`config.mk`:
```
export PLATFORM = sky130hd
export DESIGN_NAME = sample_mapper
export DESIGN_NICKNAME = d
export VERILOG_FILES = /design/src/hdl/trace_pkg.sv /design/src/hdl/sample_mapper.sv
export SDC_FILE = /design/constraint.sdc
export NUM_CORES = 1
export LEC_CHECK = 0
export BUFFER_PORTS_ARGS = -buffer_cell sky130_fd_sc_hd__buf_4
export CORE_ASPECT_RATIO = 0.8
export CORE_MARGIN = 3
export CORE_UTILIZATION = 42
export CTS_BUF_LIST = sky130_fd_sc_hd__clkbuf_16
export DETAILED_ROUTE_END_ITERATION = 7
export PLACE_DENSITY = 0.7
export SYNTH_ARGS = -nofsm -noshare
export SYNTH_HDL_FRONTEND = slang
export SYNTH_SLANG_ARGS = --single-unit
```
`constraint.sdc`:
```
create_clock -name clk_25MHz -period 2.2 [get_ports clk_25MHz]
set_input_delay 0 -clock clk_25MHz [delete_from_list [all_inputs] [get_ports clk_25MHz]]
set_output_delay 0 -clock clk_25MHz [all_outputs]
set_load 0.005 [all_outputs]
```
`src/hdl/trace_pkg.sv`:
```
package trace_pkg;

	////////////////////////////////////////
	// captured sample, one byte
	// high nibble whole volts, low nibble tenths
	typedef union packed {
		logic [7:0] raw;
		struct packed {
			logic [3:0] volts;
			logic [3:0] tenths;
		} bcd;
	} sample_t;

	////////////////////////////////////////
	// band geometry
	localparam int band_w      = 5;
	localparam int band_count  = 18;
	localparam int band_height = 13;

	// first row of each half, active coordinates
	localparam int top_base    = 0;
	localparam int bottom_base = 246;

	// white line across the middle
	localparam int divider_first = 235;
	localparam int divider_last  = 240;

	////////////////////////////////////////
	// column entry, msb first:
	// top_valid, top_band, bottom_valid, bottom_band
	localparam int entry_w          = 12;
	localparam int top_valid_bit    = 11;
	localparam int top_band_lsb     = 6;
	localparam int bottom_valid_bit = 5;
	localparam int bottom_band_lsb  = 0;

	// colours as {red, green, blue}, two bits each
	localparam logic [5:0] trace_colour   = 6'b001100;
	localparam logic [5:0] divider_colour = 6'b111111;
	localparam logic [5:0] blank_colour   = 6'b000000;

endpackage

```
`src/hdl/sample_mapper.sv`:
```
`timescale 1ns/1ps

module sample_mapper (
	input  logic                          clk_25MHz,
	input  logic                          rst,
	input  logic                          frame_tick,
	input  trace_pkg::sample_t            signal_data,
	input  logic [1:0]                    mode,
	output logic [trace_pkg::entry_w-1:0] entry,
	output logic                          entry_wr
);
	import trace_pkg::*;

	sample_t           sample_q;
	logic [1:0]        mode_q;
	logic [3:0]        volts;
	logic [1:0]        sub;
	logic [band_w-1:0] band;
	logic              top_valid;
	logic              bottom_valid;

	// capture once per frame
	always_ff @(posedge clk_25MHz)
	begin
		if (frame_tick)
		begin
			sample_q.raw <= signal_data.raw;
			mode_q       <= mode;
		end
	end

	// write strobe one cycle behind the capture
	always_ff @(posedge clk_25MHz)
	begin
		if (rst)
			entry_wr <= 1'b0;
		else
			entry_wr <= frame_tick;
	end

	////////////////////////////////////////
	// band rule, 5 volts at the top of a half
	always_comb
	begin
		// out of range readings draw as 0 volts
		if (sample_q.bcd.volts > 4'd5)
			volts = 4'd0;
		else
			volts = sample_q.bcd.volts;

		// three bands per volt, high tenths nearest the top
		if (sample_q.bcd.tenths > 4'd6)
			sub = 2'd0;
		else if (sample_q.bcd.tenths >= 4'd4)
			sub = 2'd1;
		else
			sub = 2'd2;

		band = band_w'((4'd5 - volts) * 3 + sub);

		// mode 3 leaves both halves empty
		top_valid    = (mode_q == 2'd0) || (mode_q == 2'd2);
		bottom_valid = (mode_q == 2'd1) || (mode_q == 2'd2);

		entry                                = '0;
		entry[top_valid_bit]                 = top_valid;
		entry[top_band_lsb +: band_w]        = band;
		entry[bottom_valid_bit]              = bottom_valid;
		entry[bottom_band_lsb +: band_w]     = band;
	end

endmodule

```
After elaboration in Yosys (flattened, before gate mapping). Cells that the tools add are included.

Add/sub/neg operators: 2. $mul: 1. Div/mod/pow operators: 0. Magnitude comparators: 3. Equal/unequal tests: 2. Shift-type cells: 0. Multiplexer cells: 3. Bitwise gates (word level): 0. Reduce and logical (&&, ||, !) cells: 3.

Operator list (count): $gt 4x3->1 const B (2); $add 5x3->5 (1); $mul 5x3->5 const B (1); $sub 3x4->5 const A (1); $ge 4x3->1 const B (1); $mux 2 (2); $mux 4 (1); $eq 2x1->1 const B (1); $eq 2x2->1 const B (1); $logic_not 2->1 (1); $logic_or 1x1->1 (2).

Register bits after elaboration: 11. Latch bits: 0. Bits in writable memories: 0. ROM bits: 0. Output and inout bits: 13. Memories kept: 0.

Logic depth before layout (Yosys ltp).
Depth after elaboration: 5. Gate-level depth with buffers: 9. Depth with buffers taken out: 8.

Worst setup path before layout. Ideal clock, no wire load.

Path type: register -> output. From: register sample_q[6] (netlist name). To: output port entry[10] (netlist name). Arrival time: 2333 ps. Data required time: 2200 ps. Path slack: -133 ps. Stages on the path, launching flop included: 10. Path buffers: 1. Cell sequence: edfxtp_1 > nor3b_2 > ha_1 > inv_1 > ha_1 > ha_1 > ha_1 > a21oi_1 > xnor2_1 > buf_4.

Cells in the longest elaborated chain, start to end: 5.

RTL lines: start, declared (line sample_mapper.sv:14) `sample_t sample_q;`; $gt 4x3->1 (line sample_mapper.sv:46) `if (sample_q.bcd.volts > 4'd5)`; $mux 4 * (line sample_mapper.sv:46); $sub 3x4->5 * (line sample_mapper.sv:59) `band = band_w'((4'd5 - volts) * 3 + sub);`; $mul 5x3->5 * (line sample_mapper.sv:59); $add 5x3->5 * (line sample_mapper.sv:59); end, declared (line sample_mapper.sv:9) `output logic [trace_pkg::entry_w-1:0] entry,`.

Mark *: on every way between the ends. The rest lies on a longest branch, timed or not.

Worst setup path in the final report. Ends and elaborated chain as after synthesis.

==> metrics <==
most common cell after layout, fill and taps aside buf_4; total clock sinks 11; vias in the first global route 504; synthesized area 701 sq um; CP Launch Type flop; Area Growth Syn to Fin 65.9%; Synth Warn # 0; layout cells sized above 1 49.5%; max_cap viols 0; CTS tree done; status finished with violations; Tmin final 2.49 ns; Pleak 0.522 nW; Die W 51.7 um; largest net degree at the start of global routing 12; number of core rows 12; CTS Buf Count 3; ANT cells 0; worst hold path depth 1; Crit. End Element output port; hold path start frame_tick; Worst EP arrival 2.49 ns; DP HPWL 813 um; crit-path max FO 3; Yosys reg bits 11; Worst-path clk slew 0.04 ns; CTS H-Tree Depth 1; average cell area after synthesis 12.5 sq um; setup slack after layout -0.286 ns; antenna viol nets, final 0; Peak VDD IR 0.637 mV; Worst Setup Path Type reg2out; wire length per cell 12.8 um; RSZ-0062 raised after global routing yes; # setup viols final 6; Pre-antenna DRT Iters 4; Max Fclk 402 MHz; DR vias 496; commonest cells after routing, fill and taps aside 26 x buf_4, 11 x dlygate4sd3_1, 10 x edfxtp_1; IO buf count 25; first-pass GRT wire length 2.13 mm; Placeable Area 1470 sq um; final hold violations 0; dominant cells by area after synthesis edfxtp_1 43%, ha_1 23%, buf_4 7.5%; Place WS -0.129 ns; pwr/cell area 755 nW/um^2; Die Y 42.5 um; Slew @ Worst Pin 0.253 ns; drt first-iter violations 3; routed wire length 1.43 mm; hold endpoint sample_q[4]$_DFFE_PP_; Final Cycle Share 113%; Final Core Density 79.0%; Synth area leader edfxtp_1; gr usage total 13.2%; starting density of the core 47.6%; clk root buf clkbuf_16; initial antenna violation count 0; gr ovfl total 0; sequential area share after synthesis 45.7%; Max Root-Sink Buffers 2; CP Data Required Time 2.20 ns; failing checks setup timing; Cells after Synth 56; Slew Viols, Final 0; DRC Markers 0; Ports 26; Die ar. 2200 sq um; Synth top area share 42.9%; RD Place Congestion 0.677; relative slew slack 83.1%; DR vias/cell 4.43; Cell variety after synth 18; syn_nets 83; Hold Path Class in2reg; Fill cells 93; Total Nets Final 119
[synth_stat cells]
cell	number
ha_1	13
edfxtp_1	10
inv_1	8
buf_4	7
xnor2_1	5
a211oi_1	1
a21o_1	1
a21oi_1	1
clkbuf_1	1
dfxtp_1	1
fa_1	1
nand2_1	1
nand3b_1	1
nor2_1	1
nor2b_1	1
nor3b_1	1
nor3b_2	1
or2_2	1
[what timing repair did]
item,4_1_cts,5_1_grt
hold buffers,11,0
endpoints found under the hold margin,11,0
pin swaps,5,4
buffers inserted,2,0
resized for setup,7,6
endpoints found under the setup margin,6,6
[state kept, by name, indices dropped and copies added (netlist names)]
signal,count
entry_wr,1
sample_q,8
mode_q,2
[power breakdown]
group / switching (W) / internal [W] / leakage [nW] / total (W)
Combinational: 0.000110 / 0.000180 / 0.375 / 0.000289
Sequential: 0.00000887 / 0.000247 / 0.106 / 0.000256
Clock: 0.0000911 / 0.000241 / 0.0409 / 0.000332
Total: 0.000210 / 0.000667 / 0.522 / 0.000877
[final cells by class]
| class | count | area [sq um] | area share (%) |
|---|---|---|---|
| Clock inverter | 1 | 5.00 | 0.431 |
| Multi-Input combinational cell | 29 | 375 | 32.3 |
| Tap cell | 21 | 26.3 | 2.26 |
| Sequential cell | 11 | 320 | 27.6 |
| Inverter | 8 | 32.5 | 2.80 |
| Clock buffer | 3 | 75.1 | 6.46 |
| Timing Repair Buffer | 39 | 328 | 28.2 |
[metrics by stage]
step / instance area [sq um] / TNS, ns / total power (W) / instances / hold slack (ns)
finish: 1160 / -1.38 / 0.000877 / 112 / 0.0660
CTS: 1120 / -1.48 / 0.000846 / 112 / 0.0628
global placement: 882 / -0.176 / 0.000470 / 95 / 0.156
floorplan: 717 / -0.0878 / 0.000395 / 56 / 0.0716
detailed placement: 882 / -0.508 / 0.000477 / 95 / 0.158
global route: 1160 / -2.03 / 0.000921 / 112 / 0.0760
[worst max-delay path, stage by stage (launching register included)]
cell	delay, ns
edfxtp_1	0.42
nor3b_2	0.24
ha_1	0.28
xnor2_1	0.13
ha_1	0.30
ha_1	0.29
a21o_1	0.17
a21oi_2	0.13
xnor2_1	0.15
buf_4	0.14
[logic make-up (layout without fill, tap and decap cells)]
family                     count (synthesis)  count (layout)  synth area share, %
buffers and inverters                     16              51                 12.3
AOI/OAI and AO/OA                          3               3                 2.86
xor gates and xnor gates                   5               5                 6.25
adders and majority gates                 14              14                 26.1
and+or+nand+nor                            7               7                 6.79
DFF                                       11              11                 45.7
[per-layer routing]
metal	GRT usage, %	share of wire [%]	up-vias
li1	-	-	251
met1	15.5	40	226
met2	22.1	55	17
met3	2.49	3.5	2
met4	7.85	1.2	0
met5	0	0	-
[how the worst max path moves through the flow]
stage	startpoint	end	slack, ns
2_1_floorplan	sample_q[7]$_DFFE_PP_	entry[10]	-0.05
3_3_place_gp	sample_q[7]$_DFFE_PP_	entry[10]	-0.06
3_5_place_dp	sample_q[7]$_DFFE_PP_	entry[10]	-0.13
4_1_cts	sample_q[6]$_DFFE_PP_	entry[10]	-0.29
5_1_grt	sample_q[6]$_DFFE_PP_	entry[4]	-0.43
6_report	sample_q[6]$_DFFE_PP_	entry[10]	-0.29
No activity file was read; power rests on OpenSTA's default activity.
