## config.mk

```make
export PLATFORM = sky130hd
export DESIGN_NAME = pixel_shader
export DESIGN_NICKNAME = d
export VERILOG_FILES = /design/src/hdl/vga_timing_pkg.sv /design/src/hdl/trace_pkg.sv /design/src/hdl/pixel_shader.sv
export SDC_FILE = /design/constraint.sdc
export NUM_CORES = 1
export LEC_CHECK = 0
export BUFFER_PORTS_ARGS = -buffer_cell sky130_fd_sc_hd__buf_2
export CORE_AREA = 4 4 72 74
export CTS_CLUSTER_SIZE = 40
export DETAILED_ROUTE_END_ITERATION = 7
export DIE_AREA = 0 0 76 78
export PLACE_DENSITY = 0.76
export SLEW_MARGIN = 20
export SYNTH_ARGS = -nofsm -noshare
export SYNTH_HDL_FRONTEND = slang
export SYNTH_SLANG_ARGS = --single-unit
```

## constraint.sdc

```tcl
create_clock -name clk_25MHz -period 3.6 [get_ports clk_25MHz]
set_input_delay 0.36 -clock clk_25MHz [delete_from_list [all_inputs] [get_ports clk_25MHz]]
set_output_delay 0.36 -clock clk_25MHz [all_outputs]
set_load 0.05 [all_outputs]
```

## src/hdl/vga_timing_pkg.sv

```systemverilog
package vga_timing_pkg;

	////////////////////////////////////////
	// horizontal geometry, in pixel clocks
	localparam int h_total        = 800;
	localparam int h_sync_len     = 96;
	localparam int h_active_start = 144;
	localparam int h_active_len   = 640;

	////////////////////////////////////////
	// vertical geometry, in lines
	localparam int v_total        = 525;
	localparam int v_sync_len     = 2;
	localparam int v_active_start = 35;
	localparam int v_active_len   = 480;
	// first line of the bottom blanking
	localparam int v_blank_start  = 515;

	// counter and coordinate widths
	localparam int h_count_w = 10;
	localparam int v_count_w = 10;
	localparam int col_w     = 10;
	localparam int row_w     = 9;

endpackage

```

## src/hdl/trace_pkg.sv

```systemverilog
package trace_pkg;

	////////////////////////////////////////
	// captured sample, one byte
	// high nibble whole volts, low nibble tenths
	typedef union packed {
		logic [7:0] raw;
		struct packed {
			logic [3:0] volts;
			logic [3:0] tenths;
		} bcd;
	} sample_t;

	////////////////////////////////////////
	// band geometry
	localparam int band_w      = 5;
	localparam int band_count  = 18;
	localparam int band_height = 13;

	// first row of each half, active coordinates
	localparam int top_base    = 0;
	localparam int bottom_base = 246;

	// white line across the middle
	localparam int divider_first = 235;
	localparam int divider_last  = 240;

	////////////////////////////////////////
	// column entry, msb first:
	// top_valid, top_band, bottom_valid, bottom_band
	localparam int entry_w          = 12;
	localparam int top_valid_bit    = 11;
	localparam int top_band_lsb     = 6;
	localparam int bottom_valid_bit = 5;
	localparam int bottom_band_lsb  = 0;

	// colours as {red, green, blue}, two bits each
	localparam logic [5:0] trace_colour   = 6'b001100;
	localparam logic [5:0] divider_colour = 6'b111111;
	localparam logic [5:0] blank_colour   = 6'b000000;

endpackage

```

## src/hdl/pixel_shader.sv

```systemverilog
`timescale 1ns/1ps

module pixel_shader (
	input  logic                             clk_25MHz,
	input  logic                             rst,
	input  logic [trace_pkg::entry_w-1:0]    rd_entry,
	input  logic [vga_timing_pkg::row_w-1:0] row,
	input  logic                             active,
	input  logic                             h_sync_raw,
	input  logic                             v_sync_raw,
	output logic [1:0]                       red,
	output logic [1:0]                       green,
	output logic [1:0]                       blue,
	output logic                             hsync,
	output logic                             vsync
);
	import vga_timing_pkg::*;
	import trace_pkg::*;

	logic [row_w-1:0]  row_d;
	logic              active_d;
	logic              hs_d;
	logic              vs_d;

	logic [band_w-1:0] top_band;
	logic [band_w-1:0] bottom_band;
	logic [row_w-1:0]  top_start;
	logic [row_w-1:0]  bottom_start;
	logic              top_hit;
	logic              bottom_hit;
	logic              divider_hit;
	logic [5:0]        pix_colour;

	////////////////////////////////////////
	// line up with the buffer read
	always_ff @(posedge clk_25MHz)
	begin
		row_d <= row;
		if (rst)
		begin
			active_d <= 1'b0;
			hs_d     <= 1'b0;
			vs_d     <= 1'b0;
		end
		else
		begin
			active_d <= active;
			hs_d     <= h_sync_raw;
			vs_d     <= v_sync_raw;
		end
	end

	always_comb
	begin
		top_band     = rd_entry[top_band_lsb +: band_w];
		bottom_band  = rd_entry[bottom_band_lsb +: band_w];
		top_start    = row_w'(top_base + top_band * band_height);
		bottom_start = row_w'(bottom_base + bottom_band * band_height);
		// band fields beyond the last band draw nothing
		top_hit      = rd_entry[top_valid_bit] && (top_band < band_count) &&
			(row_d >= top_start) && (row_d < top_start + band_height);
		bottom_hit   = rd_entry[bottom_valid_bit] && (bottom_band < band_count) &&
			(row_d >= bottom_start) && (row_d < bottom_start + band_height);
		divider_hit  = (row_d >= divider_first) && (row_d <= divider_last);

		if (!active_d)
			pix_colour = blank_colour;
		else if (divider_hit)
			pix_colour = divider_colour;
		else if (top_hit || bottom_hit)
			pix_colour = trace_colour;
		else
			pix_colour = blank_colour;
	end

	////////////////////////////////////////
	// registered outputs to the connector
	always_ff @(posedge clk_25MHz)
	begin
		if (rst)
		begin
			{red, green, blue} <= 6'b000000;
			hsync <= 1'b0;
			vsync <= 1'b0;
		end
		else
		begin
			{red, green, blue} <= pix_colour;
			hsync <= hs_d;
			vsync <= vs_d;
		end
	end

	// nothing lit outside the visible window
	dark_outside: assert property (@(posedge clk_25MHz) disable iff (rst)
		!active_d |=> (red == 2'b00) && (green == 2'b00) && (blue == 2'b00));

endmodule

```

== Word-level counts from Yosys, hierarchy flattened ==
Index checks and enable logic that the tools add are counted.

* Register bits after elaboration: 20
* Latch bits: 0
* Memory bits (writable): 0
* ROM bits: 0
* Input bits: 26
* Output and inout bits: 8
* Word-level logic and storage cells: 34
* Memories: 0

* Add/subtract/negate cells: 3
* Multipliers: 2
* Div/mod/pow operators: 0
* Order comparisons: 8
* Equal/unequal tests: 0
* Shift-type cells: 0
* Muxes and demuxes: 2
* Bitwise gates (word level): 1
* Reduce and logical (&&, ||, !) cells: 9

{| class="wikitable"
|+ Operators with widths
! kind !! number
|-
| $add 9x4->10 const B || 2
|-
| $lt 9x10->1 || 2
|-
| $ge 9x9->1 || 2
|-
| $mul 5x4->9 const B || 2
|-
| $lt 5x5->1 const B || 2
|-
| $add 8x9->9 const A || 1
|-
| $ge 9x8->1 const B || 1
|-
| $le 9x8->1 const B || 1
|-
| $logic_and 1x1->1 || 7
|-
| $mux 6 || 1
|-
| $mux 4 || 1
|-
| $reduce_or 2->1 || 1
|-
| $logic_or 1x1->1 || 1
|-
| $not 1->1 || 1
|}

== Longest topological paths before layout ==
* Depth after elaboration: 8
* Mapped depth: 19
* Depth with buffers taken out: 19

== Worst setup path after synthesis ==
OpenSTA, ideal clock, no wires.

* Path type: input to register
* From: in rd_entry[7] in the netlist's numbering
* To: reg green[0]
* Library setup time: 0.135 ns
* Arrival: 3.435 ns
* Required time: 3.465 ns
* Setup slack: 0.030 ns
* Stages on the path: 14
* Path buffers: 0
* Path through: inv_1 > ha_1 > fa_1 > ha_1 > a211o_1 > o21ai_0 > xor2_1 > ha_1 > o21a_1 > o21a_1 > o31a_1 > a311o_1 > o211ai_1 > o311ai_2

* Cells in the longest elaborated chain, start to end: 7
* Elaborated cells on any way between the ends: 11
* Those cells by class: add/sub: 1; mul: 1; order compare: 3; mux: 2; reduce/logical: 4

{| class="wikitable"
|+ RTL lines
! element !! line !! RTL
|-
| from (decl) || pixel_shader.sv:6 || <nowiki>input logic [trace_pkg::entry_w-1:0] rd_entry,</nowiki>
|-
| $mul 5x4->9 / $lt 5x5->1 (equally long branches) || pixel_shader.sv:57, pixel_shader.sv:60 ||
|-
| $add 9x4->10 (tied with other cells) || pixel_shader.sv:61 || <nowiki>(row_d >= top_start) && (row_d < top_start + band_height);</nowiki>
|-
| $lt 9x10->1 / $logic_and 1x1->1 (equally long branches) || pixel_shader.sv:61, pixel_shader.sv:60 ||
|-
| $logic_and 1x1->1 (*) || pixel_shader.sv:61 ||
|-
| $logic_or 1x1->1 (*) || pixel_shader.sv:70 || <nowiki>else if (top_hit || bottom_hit)</nowiki>
|-
| $mux 4 (*) || pixel_shader.sv:70 ||
|-
| $mux 6 (*) || pixel_shader.sv:68 || <nowiki>else if (divider_hit)</nowiki>
|-
| to (signal assigned) || pixel_shader.sv:88 || <nowiki>{red, green, blue} <= pix_colour;</nowiki>
|-
| to (decl) || pixel_shader.sv:12 || <nowiki>output logic [1:0] green,</nowiki>
|}

Mark *: on every way between the ends. The rest lies on a longest branch, timed or not.
A chain may end at the register's enable or synchronous reset.

== Worst setup path after layout ==
Same ends and word-level chain as after synthesis.

==> results.yml <==
floorplan:
  dieArea_sq_um: 5930
  die_y_um: 78
  pin_count: 34
  die_w_um: 76
  design.core.area_sq_um: 4600
  rows: 25
  start_util_pct: 51.1
drt:
  initialDrtViolationCount: 43
  drc_errors: 0
  routed_via_density: 5.26
  antenna_left: 0
  wire_per_inst_um: 13.3
  m1WireLength_mm: 2.05
  first_pass_iters: 4
  wl_met3_um: 98
  met2_length_mm: 2.77
  dr.max_layer_used: "met4"
  routed_wl_mm: 5.06
  vias: 1993
pwr:
  power_density_nw_per_um2: 427
  swShare_pct: 40.8
  p_seq_share_pct: 15.5
  leakage_nw: 1.55
  p_sw_w: 0.000517
  p_int_w: 0.000751
  clkPwrFrac_pct: 12.9
  total_power_w: 0.00127
  pwr-share-comb_pct: 71.6
  ir_worst_vdd_v: 0.000228
timing:
  finClkSkew_ns: 0.00729
  setup_viol: 0
  relSlewSlack_pct: 69.1
  tightest_slew_ns: 0.462
  fin_tns_setup_ns: 0
  hold_viol: 0
  max_freq_ghz: 0.286
  setup_ws_ns: 0.104
  fin_crit_sh_pct: 97.1
  fin_crit_ns: 3.50
  finalMaxSlewViolations: 0
worst_hold_path:
  hp-class: "input port to flop"
global_route:
  grt_pass1_vias: 1982
  grt_antenna_before_repair: 0
  grt_pass1_wl_mm: 8.40
  grt_overflow: 0
  track_usage_pct: 16.8
  grt_start_max_net_pins: 10
clock_tree:
  numCtsBuffers: 3
  cts_tree: "yes"
  clock_latency_ns: 0.26
  cts.sinks: 16
  root_buffer: "clkbuf_8"
  cts-htree-levels: 1
  clkTransAtPathRegs_ns: 0.07
  hold_buffers: 0
  cts_max_path_buffers: 2
logic_synthesis:
  synth.net_count: 363
  syn_inst: 260
  yosysWarnings: 0
  synth.distinct_cells: 40
  syn_area_sq_um: 2350
  syn_area_per_cell_sq_um: 9.04
  ys_top_cells_by_area: "ha_1 (38%), dfxtp_1 (14%), inv_1 (5.9%)"
  synth-seq-cells: 16
  synth_top_area_share_pct: 38.3
  yosysTopAreaCell: "ha_1"
  yosysSeqAreaShare_pct: 13.6
placement:
  post-dp-hpwl_mm: 4.14
  numPlacedInstances: 374
  portBuffers: 33
  place_area_sq_um: 2790
  pre_cts_slack_ns: -0.238
  routabilityCongestion: 0.767
cells_and_area:
  fin_nets: 429
  antenna_cells: 0
  synthToLayoutAreaGrowth_pct: 26.3
  fill_cells: 379
  final_area_sq_um: 2970
  layout-drive-gt1-share_pct: 28.6
  layoutNonFillerInstCount: 379
critical_path:
  required_ns: 3.73
  critical_path.max_fanout: 4
  crit_path_start_kind: "input port"
  critPathKind: "input port to flop"
  endpoint_kind: "flop"
  arrival_ns: 3.63
run_status:
  status: "finished clean"
flow_run:
  maxCapViolations: 0
[state kept, by name (all words and copies together) (netlist names)]
name,flops
row_d,9
hs_d,1
green,1
hsync,1
vsync,1
vs_d,1
active_d,1
red,1
[final cells by class]
type | instances | area, sq um | area share, %
multi-input combinational | 203 | 1980 | 66.8
timing repair buffer | 65 | 405 | 13.6
sequential | 16 | 320 | 10.8
clock buffer | 4 | 55.1 | 1.85
tap | 54 | 67.6 | 2.27
inverter | 37 | 139 | 4.68
[Yosys cell counts (all sizes together)]
library cell / number
ha: 72
inv: 37
dfxtp: 16
xnor2: 15
a21oi: 13
nor2: 12
xor2: 10
nand2: 7
nor2b: 7
o21a: 6
o21ai: 6
a31oi: 5
fa: 5
nor3: 5
nor3b: 5
o211ai: 5
buf: 4
a2111o: 3
nand2b: 3
nand3: 3
a21o: 2
and2: 2
nand4: 2
nor4: 2
a2111oi: 1
a211o: 1
a221o: 1
a311o: 1
maj3: 1
mux2i: 1
nand3b: 1
nor4b: 1
o311ai: 1
o31a: 1
o32ai: 1
o41a: 1
or3: 1
[routing by layer]
layer / global-route usage (%) / up-vias
li1: - / 1041
met1: 18.8 / 915
met2: 32.5 / 27
met3: 1.16 / 10
met4: 6.41 / 0
met5: 0 / -
[worst paths after layout]
path / start / end / slack, ns / depth (start not counted)
max: rd_entry[7] / green[0]$_SDFF_PP0_ / 0.10 / 16
min: row[0] / row_d[0]$_DFF_P_ / 0.20 / 1
max reg2reg: row_d[2]$_DFF_P_ / green[0]$_SDFF_PP0_ / 1.59 / 7
min reg2reg: vs_d$_SDFF_PP0_ / vsync$_SDFF_PP0_ / 0.45 / 1
[cells in the final DEF, fill, tap and decap left out, types with 3 or more instances in the layout]
master,synthesis,routed
dfxtp_1,16,16
o21ai_0,5,3
nor3_1,4,3
xnor2_1,15,9
clkbuf_8,0,4
inv_1,37,37
nor2b_1,7,7
buf_2,0,33
buf_4,4,32
a21oi_1,13,11
a31oi_1,5,5
ha_1,72,69
o21a_1,6,6
nand3_1,3,3
nand2_1,7,7
fa_2,0,3
xor2_1,10,10
nand2b_1,3,3
nor2_1,12,11
xnor2_2,0,6
nor3b_1,4,3
a2111o_1,3,3
o211ai_1,5,5
[critical path: stages]
cell and delay (ns):
buf_2 0.10, buf_4 0.13, ha_1 0.21, fa_1 0.56, inv_1 0.08, fa_2 0.39, nand2b_1 0.18, a21oi_2 0.22
xnor2_2 0.18, ha_1 0.27, o21a_1 0.10, o21a_1 0.18, o31a_1 0.10, a311o_1 0.32, o211ai_1 0.12, o311ai_2 0.13
[kinds of logic (layout without fill, tap and decap cells)]
family,after synthesis,in the layout,share of synthesized area (%)
AOI/OAI and AO/OA,48,48,14.5
and+or+nand+nor,51,51,12.0
xor gates and xnor gates,25,25,9.31
adders and majority gates,78,78,43.0
buffers and inverters,41,106,7.18
muxes,1,1,0.426
DFF,16,16,13.6
[power by group through the flow]
stage / registers, W / clock network, W / logic [W]
6_report: 0.000196 / 0.000164 / 0.000908
5_1_grt: 0.000197 / 0.000170 / 0.00103
4_1_cts: 0.000196 / 0.000162 / 0.000831
3_5_place_dp: 0.000200 / 0 / 0.000812
3_3_place_gp: 0.000200 / 0 / 0.000780
2_1_floorplan: 0.000202 / 0 / 0.000560
[stage by stage]
step / hold WS, ns / util (%)
final: 0.197 / 64.6
after CTS: 0.201 / 61.8
after global placement: 0.422 / 60.6
after floorplan: 0.388 / -
after detailed placement: 0.442 / 60.6
after global routing: 0.199 / 64.6
[timing repair]
action                                  4_1_cts  5_1_grt
gates resized for setup                       0       26
endpoints found under the setup margin        0        1
buffers inserted                              0        1
Power figures use the tool's default switching activity.
