`src/hdl/vga_timing_pkg.sv`:
```
package vga_timing_pkg;

	////////////////////////////////////////
	// horizontal geometry, in pixel clocks
	localparam int h_total        = 800;
	localparam int h_sync_len     = 96;
	localparam int h_active_start = 144;
	localparam int h_active_len   = 640;

	////////////////////////////////////////
	// vertical geometry, in lines
	localparam int v_total        = 525;
	localparam int v_sync_len     = 2;
	localparam int v_active_start = 35;
	localparam int v_active_len   = 480;
	// first line of the bottom blanking
	localparam int v_blank_start  = 515;

	// counter and coordinate widths
	localparam int h_count_w = 10;
	localparam int v_count_w = 10;
	localparam int col_w     = 10;
	localparam int row_w     = 9;

endpackage

```
`src/hdl/vga_timing.sv`:
```
`timescale 1ns/1ps

module vga_timing (
	input  logic                             clk_25MHz,
	input  logic                             rst,
	output logic [vga_timing_pkg::col_w-1:0] col,
	output logic [vga_timing_pkg::row_w-1:0] row,
	output logic                             active,
	output logic                             h_sync_raw,
	output logic                             v_sync_raw,
	output logic                             frame_tick
);
	import vga_timing_pkg::*;

	logic [h_count_w-1:0] h_count;
	logic [v_count_w-1:0] v_count;
	logic                 h_in_window;
	logic                 v_in_window;

	////////////////////////////////////////
	// pixel and line counters
	always_ff @(posedge clk_25MHz)
	begin
		if (rst)
		begin
			h_count <= '0;
			v_count <= '0;
		end
		else if (h_count == h_count_w'(h_total - 1))
		begin
			h_count <= '0;
			if (v_count == v_count_w'(v_total - 1))
				v_count <= '0;
			else
				v_count <= v_count + 1'b1;
		end
		else
		begin
			h_count <= h_count + 1'b1;
		end
	end

	////////////////////////////////////////
	// decode of the current counter state
	always_comb
	begin
		h_sync_raw  = (h_count < h_sync_len);
		v_sync_raw  = (v_count < v_sync_len);
		h_in_window = (h_count >= h_active_start) &&
			(h_count < h_active_start + h_active_len);
		v_in_window = (v_count >= v_active_start) && (v_count < v_blank_start);
		active      = h_in_window && v_in_window;
		// wraps outside the window, consumers gate on active
		col         = col_w'(h_count - h_active_start);
		row         = row_w'(v_count - v_active_start);
		// start of the bottom blanking, once per frame
		frame_tick  = (v_count == v_count_w'(v_blank_start)) && (h_count == '0);
	end

	// counters must wrap before their totals
	counters_in_range: assert property (@(posedge clk_25MHz) disable iff (rst)
		(h_count < h_total) && (v_count < v_total));

endmodule

```
`config.mk`:
```
export PLATFORM = sky130hd
export DESIGN_NAME = vga_timing
export DESIGN_NICKNAME = d
export VERILOG_FILES = /design/src/hdl/vga_timing_pkg.sv /design/src/hdl/vga_timing.sv
export SDC_FILE = /design/constraint.sdc
export NUM_CORES = 1
export LEC_CHECK = 0
export BUFFER_PORTS_ARGS = -buffer_cell sky130_fd_sc_hd__buf_2
export CORE_ASPECT_RATIO = 1.1
export CORE_MARGIN = 2
export CORE_UTILIZATION = 52
export CTS_BUF_LIST = sky130_fd_sc_hd__clkbuf_4
export CTS_CLUSTER_SIZE = 8
export DETAILED_ROUTE_END_ITERATION = 12
export HOLD_SLACK_MARGIN = 0.15
export PLACE_DENSITY = 0.82
export SLEW_MARGIN = 20
export SYNTH_ARGS = -nofsm -noshare
export SYNTH_HDL_FRONTEND = slang
export SYNTH_SLANG_ARGS = --single-unit
export TNS_END_PERCENT = 50
```
`constraint.sdc`:
```
create_clock -name clk_25MHz -period 1.85 [get_ports clk_25MHz]
set_input_delay 0.37 -clock clk_25MHz [delete_from_list [all_inputs] [get_ports clk_25MHz]]
set_output_delay 0.37 -clock clk_25MHz [all_outputs]
set_load 0.01 [all_outputs]
```
# ---- Word level (Yosys, flattened, before mapping)
# Index checks and enable logic that the tools add are counted.
dict set report totals {
  ff_bits 20
  input_bits 2
  output_inout_bits 23
  elab_cells 22
}
dict set report classes {
  n_addsub 4
  magnitude_cmp 6
  eq_ne 3
  mux 1
  reduce_logical 6
}
# cell n
set ops {}
lappend ops {{$eq A10 B10 Y1 const B} 3}
lappend ops {{$add A10 B1 Y10 const B} 2}
lappend ops {{$lt A10 B10 Y1 const B} 2}
lappend ops {{$ge A10 B6 Y1 const B} 1}
lappend ops {{$ge A10 B8 Y1 const B} 1}
lappend ops {{$logic_not A10 Y1} 1}
lappend ops {{$lt A10 B2 Y1 const B} 1}
lappend ops {{$lt A10 B7 Y1 const B} 1}
lappend ops {{$mux W10} 1}
lappend ops {{$sub A10 B8 Y10 const B} 1}
lappend ops {{$sub A9 B6 Y9 const B} 1}
lappend ops {{$logic_and A1 B1 Y1} 4}
lappend ops {{$reduce_or A2 Y1} 1}

# ---- Logic depth before layout (Yosys ltp)
# Gate-level depths: netlist (run 1).
dict set report depth {
  word_depth 3
  ltp_mapped 8
  mapped_depth_nobuf 6
}

# ---- Worst setup path after synthesis (run 1)
# No wires, ideal clock.
dict set report synth_path {
  path_kind {register to output}
  start {register v_count[1]}
  end {output port frame_tick}
  t_arrival_ns 1.585
  slack_ns -0.105
  stages_incl_launch_ff 7
  n_path_buf 1
  path_cell_list {dfxtp_1 > ha_1 > clkbuf_1 > inv_1 > nor4_1 > nand4b_1 > nor4_1}
}
dict set report synth_between {
  elab_chain_len 2
}
# element line_no
set synth_rtl {}
lappend synth_rtl {{start: declaration} vga_timing.sv:16} ;# logic [v_count_w-1:0] v_count;
lappend synth_rtl {{start signal: assignment} vga_timing.sv:35} ;# v_count <= v_count + 1'b1;
lappend synth_rtl {{$eq A10 B10 Y1} vga_timing.sv:57} ;# frame_tick = (v_count == v_count_w'(v_blank_start)) && (h_count == '0);
lappend synth_rtl {{$logic_and A1 B1 Y1} vga_timing.sv:57}
lappend synth_rtl {{end: declaration} vga_timing.sv:11} ;# output logic frame_tick
# No other way between the ends.

# ---- Final worst setup path (run 1)
dict set report layout_path {
  start {register v_count[1]}
  end {output port row[8] (netlist name)}
}
dict set report layout_between {
  elab_chain_len 1
}
# element line_no
set layout_rtl {}
lappend layout_rtl {{$sub A9 B6 Y9} vga_timing.sv:55} ;# row = row_w'(v_count - v_active_start);
lappend layout_rtl {{end: declaration} vga_timing.sv:7} ;# output logic [vga_timing_pkg::row_w-1:0] row,
# No other way between the ends.

==> results.py, run 1 <==
metrics = {
    "clock_tree": {
        "cts_tree": "done",
        "clk_path_buf_depth": 2,
        "h-tree-depth": 1,
        "clk_latency_ns": 0.30,
        "worst_setup_hold_path_clk_slew_ns": 0.12,
        "numCtsBuffers": 3,
        "root_buffer": "clkbuf_4",
        "cts_num_sinks": 20,
    },
    "pwr": {
        "power_density_nw_per_um2": 398.5,
        "vdd_ir_drop_max_v": 0.0004725,
        "sw_frac_of_total_pct": 23.60,
        "p_leak_nw": 0.8002,
        "clkPwrFrac_pct": 29.4,
        "switchingPower_mw": 0.1661,
        "intPower_mw": 0.5379,
        "power.total_mw": 0.7040,
        "p_seq_share_pct": 62.3,
        "pwr-share-comb_pct": 8.4,
    },
    "yosys": {
        "synth-seq-area-share_pct": 29.33,
        "ys_warn_count": 0,
        "avgSynthCellArea_sq_um": 8.030,
        "netlist_area_sq_um": 1365,
        "synth_fp_nets": 179,
        "ys_ff_latch": 20,
        "syn_inst": 170,
        "ys_types": 37,
    },
    "global_routing": {
        "grt_pass1_wl_mm": 6.051,
        "antenna_found_initial": 0,
        "gr-total-overflow": 0,
        "grt_use_total_pct": 26.22,
        "grt_max_degree": 11,
        "grt_pass1_vias": 1369,
    },
    "worst_setup_path": {
        "cp-start-kind": "flip-flop",
        "required_ns": 1.48,
        "worstReg2RegEnd": "v_count[5]",
        "crit_arrival_ns": 1.72,
        "regToRegSetupSlack_ns": 0.03,
        "worst_r2r_path_depth": 6,
        "crit_path_end_kind": "output port",
        "r2r_start": "h_count[5]",
        "worstSetupPathType": "flip-flop to output port",
        "crit_fanout": 4,
    },
    "layout": {
        "layout-drive-gt1-share_pct": 39.81,
        "final_area_sq_um": 1767,
        "area_growth_pct": 29.42,
        "fin_nets": 217,
        "n_antenna_cell": 0,
    },
    "routing": {
        "drt_wl_total_mm": 3.670,
        "drc_errors": 0,
        "final_antenna_net_count": 0,
        "avgViaCountPerCell": 5.608,
        "via_count": 1329,
        "firstDrtPassIters": 4,
        "drt_iter0_drc": 19,
        "wire_per_inst_um": 15.49,
    },
    "timing": {
        "slew_headroom_pct": 71.42,
        "rsz0062_at_grt": "true",
        "fmax_mhz": 477.9,
        "final.setup.worst_slack_ns": -0.2423,
        "finalSetupTns_ns": -1.114,
        "fin_crit_ns": 2.092,
        "post-route-period-util_pct": 113.1,
        "worst_slew_pin_slew_ns": 0.4255,
        "finClkSkew_ns": 0.01050,
        "final-hold-violation-count": 0,
        "setup_violations": 7,
        "holdWs_ns": 0.2985,
        "slew_violations": 0,
    },
    "min_path": {
        "hp-start": "rst",
        "min_to": "v_count[0]",
        "hold_class": "input port to flip-flop",
        "hold_depth": 2,
    },
    "place": {
        "portBuffers": 24,
        "gp_congestion": 0.8659,
        "dpl_worst_slack_ns": 0.01582,
        "post_dp_cell_area_sq_um": 1585,
        "place_hpwl_mm": 2.545,
    },
    "die": {
        "die_w_um": 52.85,
        "std_cell_rows": 19,
        "core_sq_um": 2496,
        "io_pins": 25,
        "fp.dieH_um": 57.74,
        "dieArea_sq_um": 3051,
        "start_util_pct": 54.69,
    },
    "flow_run": {
        "cap_violations": 0,
    },
    "run_status": {
        "status": "finished with violations",
        "violations": "setup timing",
    },
}
## stage by stage
step | util [%] | std cells
floorplan | - | 170
global placement | 63.51 | 228
detailed placement | 63.51 | 228
CTS | 69.32 | 236
global route | 70.78 | 237
finish | 70.78 | 237
## layout make-up
type                       instances  area [sq um]
clock buffer                       3         22.52
sequential                        20         416.7
inverter                          11         41.29
timing repair buffer              50         326.6
fill                             190         729.5
multi-input combinational        122         920.9
tap                               31         38.79
## worst max path at each step
stage / startpoint / to / slack [ns]
2_1_floorplan: v_count[1] / frame_tick / -0.02
3_3_place_gp: h_count[0] / active / 0.05
3_5_place_dp: h_count[5] / v_count[5] / 0.02
4_1_cts: v_count[1] / active / -0.24
5_1_grt: h_count[0] / active / -0.29
6_report: v_count[1] / row[8] / -0.24
## cell families after synthesis
group	count (synthesis)	synth area share, %
compound gates	19	9.350
simple gates	72	28.96
fa+ha+maj	7	6.416
xor+xnor	24	15.40
buf+inv	28	10.54
flops	20	29.33
## layout by cell type, fill, tap and decap left out, types with 2 or more instances in the layout
| cell type | Yosys | layout |
|---|---|---|
| dfxtp_2 | 0 | 7 |
| o211a_1 | 2 | 2 |
| nand2_1 | 11 | 9 |
| a21oi_2 | 0 | 2 |
| o31ai_1 | 2 | 2 |
| or4_1 | 2 | 2 |
| buf_2 | 4 | 24 |
| nand3_1 | 7 | 7 |
| xor2_1 | 12 | 12 |
| nand2_2 | 0 | 2 |
| a21oi_1 | 9 | 7 |
| clkbuf_4 | 0 | 3 |
| xnor2_1 | 12 | 12 |
| nor4_2 | 1 | 3 |
| nor2_1 | 20 | 20 |
| inv_1 | 11 | 11 |
| or3_1 | 3 | 2 |
| nand4_1 | 2 | 2 |
| nor4_1 | 8 | 6 |
| dfxtp_1 | 20 | 11 |
| nand2b_1 | 3 | 3 |
| nor3_1 | 7 | 5 |
| buf_4 | 5 | 23 |
| nor3_2 | 0 | 2 |
| ha_1 | 7 | 4 |
| ha_4 | 0 | 2 |
| dfxtp_4 | 0 | 2 |
| buf_6 | 2 | 3 |
## sequential cells by signal, indices dropped and copies added (netlist names)
signal,cells
h_count,10
v_count,10
## repair_timing
action | 4_1_cts | 5_1_grt
resized for setup | 24 | 8
setup endpoints to repair | 11 | 13
hold buffers | 0 | 0
setup buffers | 5 | 1
pin swaps | 10 | 2
## cell usage after synthesis (all sizes together)
cell      n  area (sq um)
clkbuf    5         18.77
nor3b     1         7.510
o41ai     1         8.760
or2       2         12.52
nand3b    1         7.510
nand2b    3         18.77
dfxtp    20         400.4
or3       3         18.77
nor2     20         75.07
a21oi     9         45.04
a2111oi   1         8.760
ha        7         87.58
buf      12         83.83
xor2     12         105.1
xnor2    12         105.1
nand4b    3         47.54
o31ai     2         15.01
nand3     7         35.03
nor4      9         62.56
or4       2         15.01
nor3      7         35.03
a211o     1         8.760
nand2    11         41.29
and3      1         6.260
a31oi     1         6.260
inv      11         41.29
a21o      1         7.510
o211a     2         20.02
a211oi    1         7.510
nand4     2         12.51
## power by group through the flow
stage               registers, mW  clock network, mW  logic [mW]
floorplan                   0.451                  0      0.0294
global placement            0.450                  0      0.0429
detailed placement          0.451                  0      0.0438
CTS                         0.439              0.207      0.0524
global route                0.439              0.226      0.0653
finish                      0.438              0.207      0.0589
## critical path, cell delays in order (launching register included)
cell     delay [ns]
dfxtp_2        0.36
ha_4           0.18
o41ai_4        0.38
buf_4          0.18
nand2_2        0.04
xnor2_1        0.12
buf_2          0.15
## per-layer routing
| layer | vias up | routed length [um] | track usage [%] |
|---|---|---|---|
| li1 | 647 | - | - |
| met1 | 644 | 1492 | 28.69 |
| met2 | 27 | 1988 | 47.32 |
| met3 | 11 | 97 | 4.381 |
| met4 | 0 | 91 | 13.55 |
| met5 | - | 0 | 0 |
(Power assumes the default switching activity.)
==> inputs of run 2 (changes only) <==
- CORE_UTILIZATION: 52 -> 45
- PLACE_DENSITY: 0.82 -> 0.73
==> results.py, run 2 (synthesis results as in run 1) <==
metrics = {
    "run_status": {
        "status": "finished with violations",
        "violations": "setup timing",
    },
    "timing": {
        "fmax_mhz": 477.1,
        "final-hold-violation-count": 0,
        "finClkSkew_ns": 0.005560,
        "slew_headroom_pct": 74.79,
        "fin_crit_ns": 2.096,
        "final.setup.worst_slack_ns": -0.2460,
        "setup_violations": 6,
        "post-route-period-util_pct": 113.3,
        "slew_violations": 0,
        "worst_slew_pin_slew_ns": 0.3776,
        "rsz0062_at_grt": "true",
    },
    "pwr": {
        "vdd_ir_drop_max_v": 0.0004037,
        "p_leak_nw": 0.8375,
        "power.total_mw": 0.8639,
        "power_density_nw_per_um2": 459.7,
    },
    "clock_tree": {
        "root_buffer": "clkbuf_4",
        "clk_latency_ns": 0.31,
        "cts_num_sinks": 20,
        "worst_setup_hold_path_clk_slew_ns": 0.13,
        "clk_path_buf_depth": 2,
        "numCtsBuffers": 3,
        "cts_tree": "done",
        "h-tree-depth": 1,
    },
    "worst_setup_path": {
        "cpPeakStageDelay_ns": 0.36,
        "crit_path_end_kind": "output port",
        "r2r_start": "h_count[5]",
        "worstReg2RegEnd": "v_count[9]",
        "crit_family": "compound AO/OA/AOI/OAI gates",
        "crit_chain": "inv_2 -> ha_2 -> nor3b_4 -> a211o_1 -> a211oi_2 -> nor3_2 -> buf_2",
        "regToRegSetupSlack_ns": 0.03,
        "crit_arrival_ns": 1.73,
        "cpMaxStageDelayCell": "dfxtp_2",
        "worstSetupPathType": "flip-flop to output port",
        "required_ns": 1.48,
        "path_depth": 7,
        "worst_r2r_path_depth": 6,
        "crit_fanout": 2,
        "cp-start-kind": "flip-flop",
        "worst-path-buf-inv": 2,
        "endpoint": "active",
        "crit_start": "h_count[0]",
    },
    "routing": {
        "firstDrtPassIters": 5,
        "drt_iter0_drc": 31,
        "final_antenna_net_count": 0,
        "drt_wl_total_mm": 3.642,
        "wire_per_inst_um": 14.99,
        "avgViaCountPerCell": 5.461,
        "via_count": 1327,
        "drc_errors": 0,
    },
    "layout": {
        "final_core_util_pct": 66.46,
        "final_cell_mix": "buf_4 (26), buf_2 (24), nor2_1 (20), xor2_1 (12)",
        "seqCellArea_sq_um": 419.2,
        "multi_input_area_sq_um": 975.9,
        "layout-drive-gt1-share_pct": 45.71,
        "fillCellCount": 233,
        "n_antenna_cell": 0,
        "reg_top3": "h_count (10), v_count (10)",
        "fin_nets": 220,
        "area_growth_pct": 37.67,
        "final_common_cell": "buf_4",
    },
    "place": {
        "place_hpwl_mm": 2.532,
        "gp_congestion": 0.8697,
        "portBuffers": 24,
        "dpl_worst_slack_ns": 0.006650,
    },
    "global_routing": {
        "grt_max_degree": 13,
        "antenna_found_initial": 0,
        "gr-total-overflow": 0,
        "grt_pass1_wl_mm": 6.078,
        "grt_use_total_pct": 22.27,
        "grt_pass1_vias": 1389,
    },
    "die": {
        "std_cell_rows": 20,
        "dieArea_sq_um": 3491,
        "fp.dieH_um": 61.77,
        "start_util_pct": 48.27,
        "die_w_um": 56.52,
        "core_sq_um": 2828,
        "io_pins": 25,
    },
    "flow_run": {
        "cap_violations": 0,
    },
    "min_path": {
        "hold_class": "input port to flip-flop",
    },
}
## run 2: worst min-delay path by stage
stage               start         end  slack, ns  cells past startpoint
3_3_place_gp   v_count[9]  v_count[9]       0.50                      2
3_5_place_dp   v_count[9]  v_count[9]       0.53                      2
6_report              rst  h_count[2]       0.29                      2
2_1_floorplan         rst  v_count[0]       0.44                      1
4_1_cts               rst  v_count[0]       0.28                      2
5_1_grt               rst  h_count[2]       0.28                      2
## run 2: layer usage
layer,up-vias,routed length (um),global-route usage (%)
met5,-,0,0
met4,0,45,7.143
met3,5,169,3.106
met2,39,2058,47.67
met1,629,1369,22.22
li1,654,-,-
## run 2: final cells by class
type	instances	share of cell area [%]
Clock buffer	3	1.198
Clock inverter	1	1.598
Inverter	11	2.197
Multi-Input combinational cell	122	51.93
Sequential cell	20	22.30
Tap cell	33	2.197
Timing Repair Buffer	53	18.58
## run 2: power breakdown
part           total (mW)  switching [mW]  internal, mW  leakage [nW]
Sequential          0.437         0.00507         0.432         0.167
Combinational      0.0580          0.0282        0.0297         0.643
Clock               0.369           0.150         0.219        0.0279
Total               0.864           0.183         0.681         0.838
## run 2: through the flow
stage                     hold slack [ns]  TNS (ns)  cell area [sq um]  instances
final                              0.2878   -0.7854               1879        243
after floorplan                    0.4391  -0.02413               1379        170
after global routing               0.2796    -1.507               1879        243
after CTS                          0.2832   -0.7441               1803        243
after detailed placement           0.5330         0               1618        234
after global placement             0.5024         0               1618        234
## run 2: what timing repair did
| action | in CTS | in global routing |
|---|---|---|
| endpoints found under the hold margin | 0 | 0 |
| setup buffers | 5 | 0 |
| setup endpoints to repair | 11 | 21 |
| gates resized for setup | 26 | 20 |
| hold buffers | 0 | 0 |
| cloned | 0 | 0 |
| pin swaps | 7 | 0 |
==> inputs of run 3 (changes only) <==
- CELL_PAD_IN_SITES_DETAIL_PLACEMENT: default -> 1
- CELL_PAD_IN_SITES_GLOBAL_PLACEMENT: default -> 1
- CORE_UTILIZATION: 45 -> 38
- PLACE_DENSITY: 0.73 -> 0.82
==> results.py, run 3 (synthesis results as in run 1) <==
metrics = {
    "global_routing": {
        "gr-usage-met1_pct": 23.20,
        "gr-total-overflow": 0,
        "grt_pass1_vias": 1420,
        "grt_most_used_layer": "met2",
        "grt_use_total_pct": 21.01,
        "grt_max_degree": 12,
        "grt_use_met2_pct": 38.16,
        "use_met3_pct": 2.330,
        "antenna_found_initial": 0,
        "grt_pass1_wl_mm": 6.437,
    },
    "layout": {
        "layout-drive-gt1-share_pct": 47.91,
        "final_cell_mix": "buf_4 (30), buf_2 (24), nor2_1 (18), xnor2_1 (12), xor2_1 (12)",
        "fillCellCount": 415,
        "final_core_util_pct": 56.84,
        "fin_nets": 225,
        "reg_top3": "h_count (10), v_count (10)",
        "final_area_sq_um": 1924,
        "final_common_cell": "buf_4",
        "n_antenna_cell": 0,
        "area_growth_pct": 40.97,
    },
    "worst_setup_path": {
        "worst-path-buf-inv": 1,
        "crit_path_end_kind": "output port",
        "required_ns": 1.48,
        "cpPeakStageDelay_ns": 0.46,
        "worst_r2r_path_depth": 7,
        "crit_family": "simple AND/OR/NAND/NOR gates",
        "crit_chain": "or3_1 -> nor4_2 -> buf_2",
        "path_depth": 3,
        "cp-start-kind": "flip-flop",
        "cpMaxStageDelayCell": "or3_1",
        "crit_fanout": 6,
        "worstSetupPathType": "flip-flop to output port",
        "crit_arrival_ns": 1.71,
    },
    "run_status": {
        "status": "finished with violations",
        "violations": "setup timing",
    },
    "die": {
        "die_w_um": 61.15,
        "fp.dieH_um": 66.86,
        "io_pins": 25,
        "core_sq_um": 3386,
        "dieArea_sq_um": 4088,
        "start_util_pct": 40.32,
        "std_cell_rows": 22,
    },
    "place": {
        "portBuffers": 24,
        "place_hpwl_mm": 2.936,
        "gp_congestion": 0.9108,
        "post_dp_cell_area_sq_um": 1644,
    },
    "clock_tree": {
        "cts_num_sinks": 20,
        "worst_setup_hold_path_clk_slew_ns": 0.12,
        "clk_latency_ns": 0.32,
        "clk_path_buf_depth": 2,
        "h-tree-depth": 1,
        "cts_tree": "done",
        "root_buffer": "clkbuf_4",
        "numCtsBuffers": 3,
        "cts_hold_buffers": 0,
    },
    "routing": {
        "wire_per_inst_um": 16.00,
        "final_antenna_net_count": 0,
        "drt_iter0_drc": 57,
        "drc_errors": 0,
        "avgViaCountPerCell": 5.198,
        "via_count": 1367,
        "drt_wl_total_mm": 4.208,
        "firstDrtPassIters": 4,
    },
    "pwr": {
        "vdd_ir_drop_max_v": 0.0002154,
        "power_density_nw_per_um2": 378.1,
        "p_leak_nw": 0.8759,
    },
    "timing": {
        "finClkSkew_ns": 0.009663,
        "final.setup.worst_slack_ns": -0.2267,
        "rsz0062_at_grt": "true",
        "fmax_mhz": 481.5,
        "fin_crit_ns": 2.077,
        "slew_headroom_pct": 70.92,
        "slew_violations": 0,
        "final-hold-violation-count": 0,
        "worst_slew_pin_slew_ns": 0.4323,
        "post-route-period-util_pct": 112.3,
        "setup_violations": 9,
    },
    "min_path": {
        "hold_class": "input port to flip-flop",
        "hold_depth": 2,
    },
    "flow_run": {
        "cap_violations": 0,
    },
}
run 3: cell count changes in the layout (fill, tap and decap cells not counted), sizes merged:
cell and delta:
clkinv +1, bufinv -1, buf +5
run 3: worst paths after layout:
kind | endpoint | slack, ns | start
worst max-delay path | frame_tick | -0.23 | v_count[6]
worst min register to register | v_count[9] | 0.56 | v_count[9]
worst min-delay path | v_count[0] | 0.27 | rst
worst max register to register | v_count[9] | -0.03 | h_count[0]
run 3: final cells by class:
cell class / instances / area, sq um / share of cell area, %
Clock buffer: 3 / 22.52 / 1.170
Clock inverter: 1 / 3.754 / 0.1951
Inverter: 11 / 41.29 / 2.146
Multi-Input combinational cell: 122 / 985.9 / 51.24
Sequential cell: 20 / 420.4 / 21.85
Tap cell: 48 / 60.06 / 3.121
Timing Repair Buffer: 58 / 390.4 / 20.29
run 3: per-layer routing:
| layer | vias up | part of all wire, % |
|---|---|---|
| met1 | 669 | 39 |
| met2 | 25 | 56 |
| met3 | 9 | 2.4 |
| li1 | 664 | - |
| met4 | 0 | 2.3 |
| met5 | - | 0 |
run 3: report_power, final:
part	internal [mW]	leakage, nW	switching (mW)	total, mW
clock	0.0793	0.0154	0.150	0.230
sequential	0.432	0.167	0.00579	0.438
combinational	0.0295	0.693	0.0302	0.0597
total	0.541	0.876	0.186	0.728
run 3: timing repair:
item | CTS | global route
setup endpoints to repair | 12 | 18
buffers inserted | 3 | 8
hold endpoints to repair | 0 | 0
pin swaps | 10 | 10
gates resized for setup | 26 | 27
run 3: through the flow:
step / power [mW] / hold slack, ns / TNS (ns) / setup slack (ns) / std cells
after floorplan: 0.4807 / 0.4391 / -0.02413 / -0.02413 / 170
after global placement: 0.4944 / 0.5058 / 0 / 0.05930 / 250
after detailed placement: 0.4967 / 0.5376 / -0.007413 / -0.007413 / 250
after CTS: 0.7265 / 0.2707 / -1.351 / -0.2673 / 257
after global routing: 0.7575 / 0.2701 / -2.149 / -0.2966 / 263
final: 0.7275 / 0.2680 / -1.176 / -0.2267 / 263
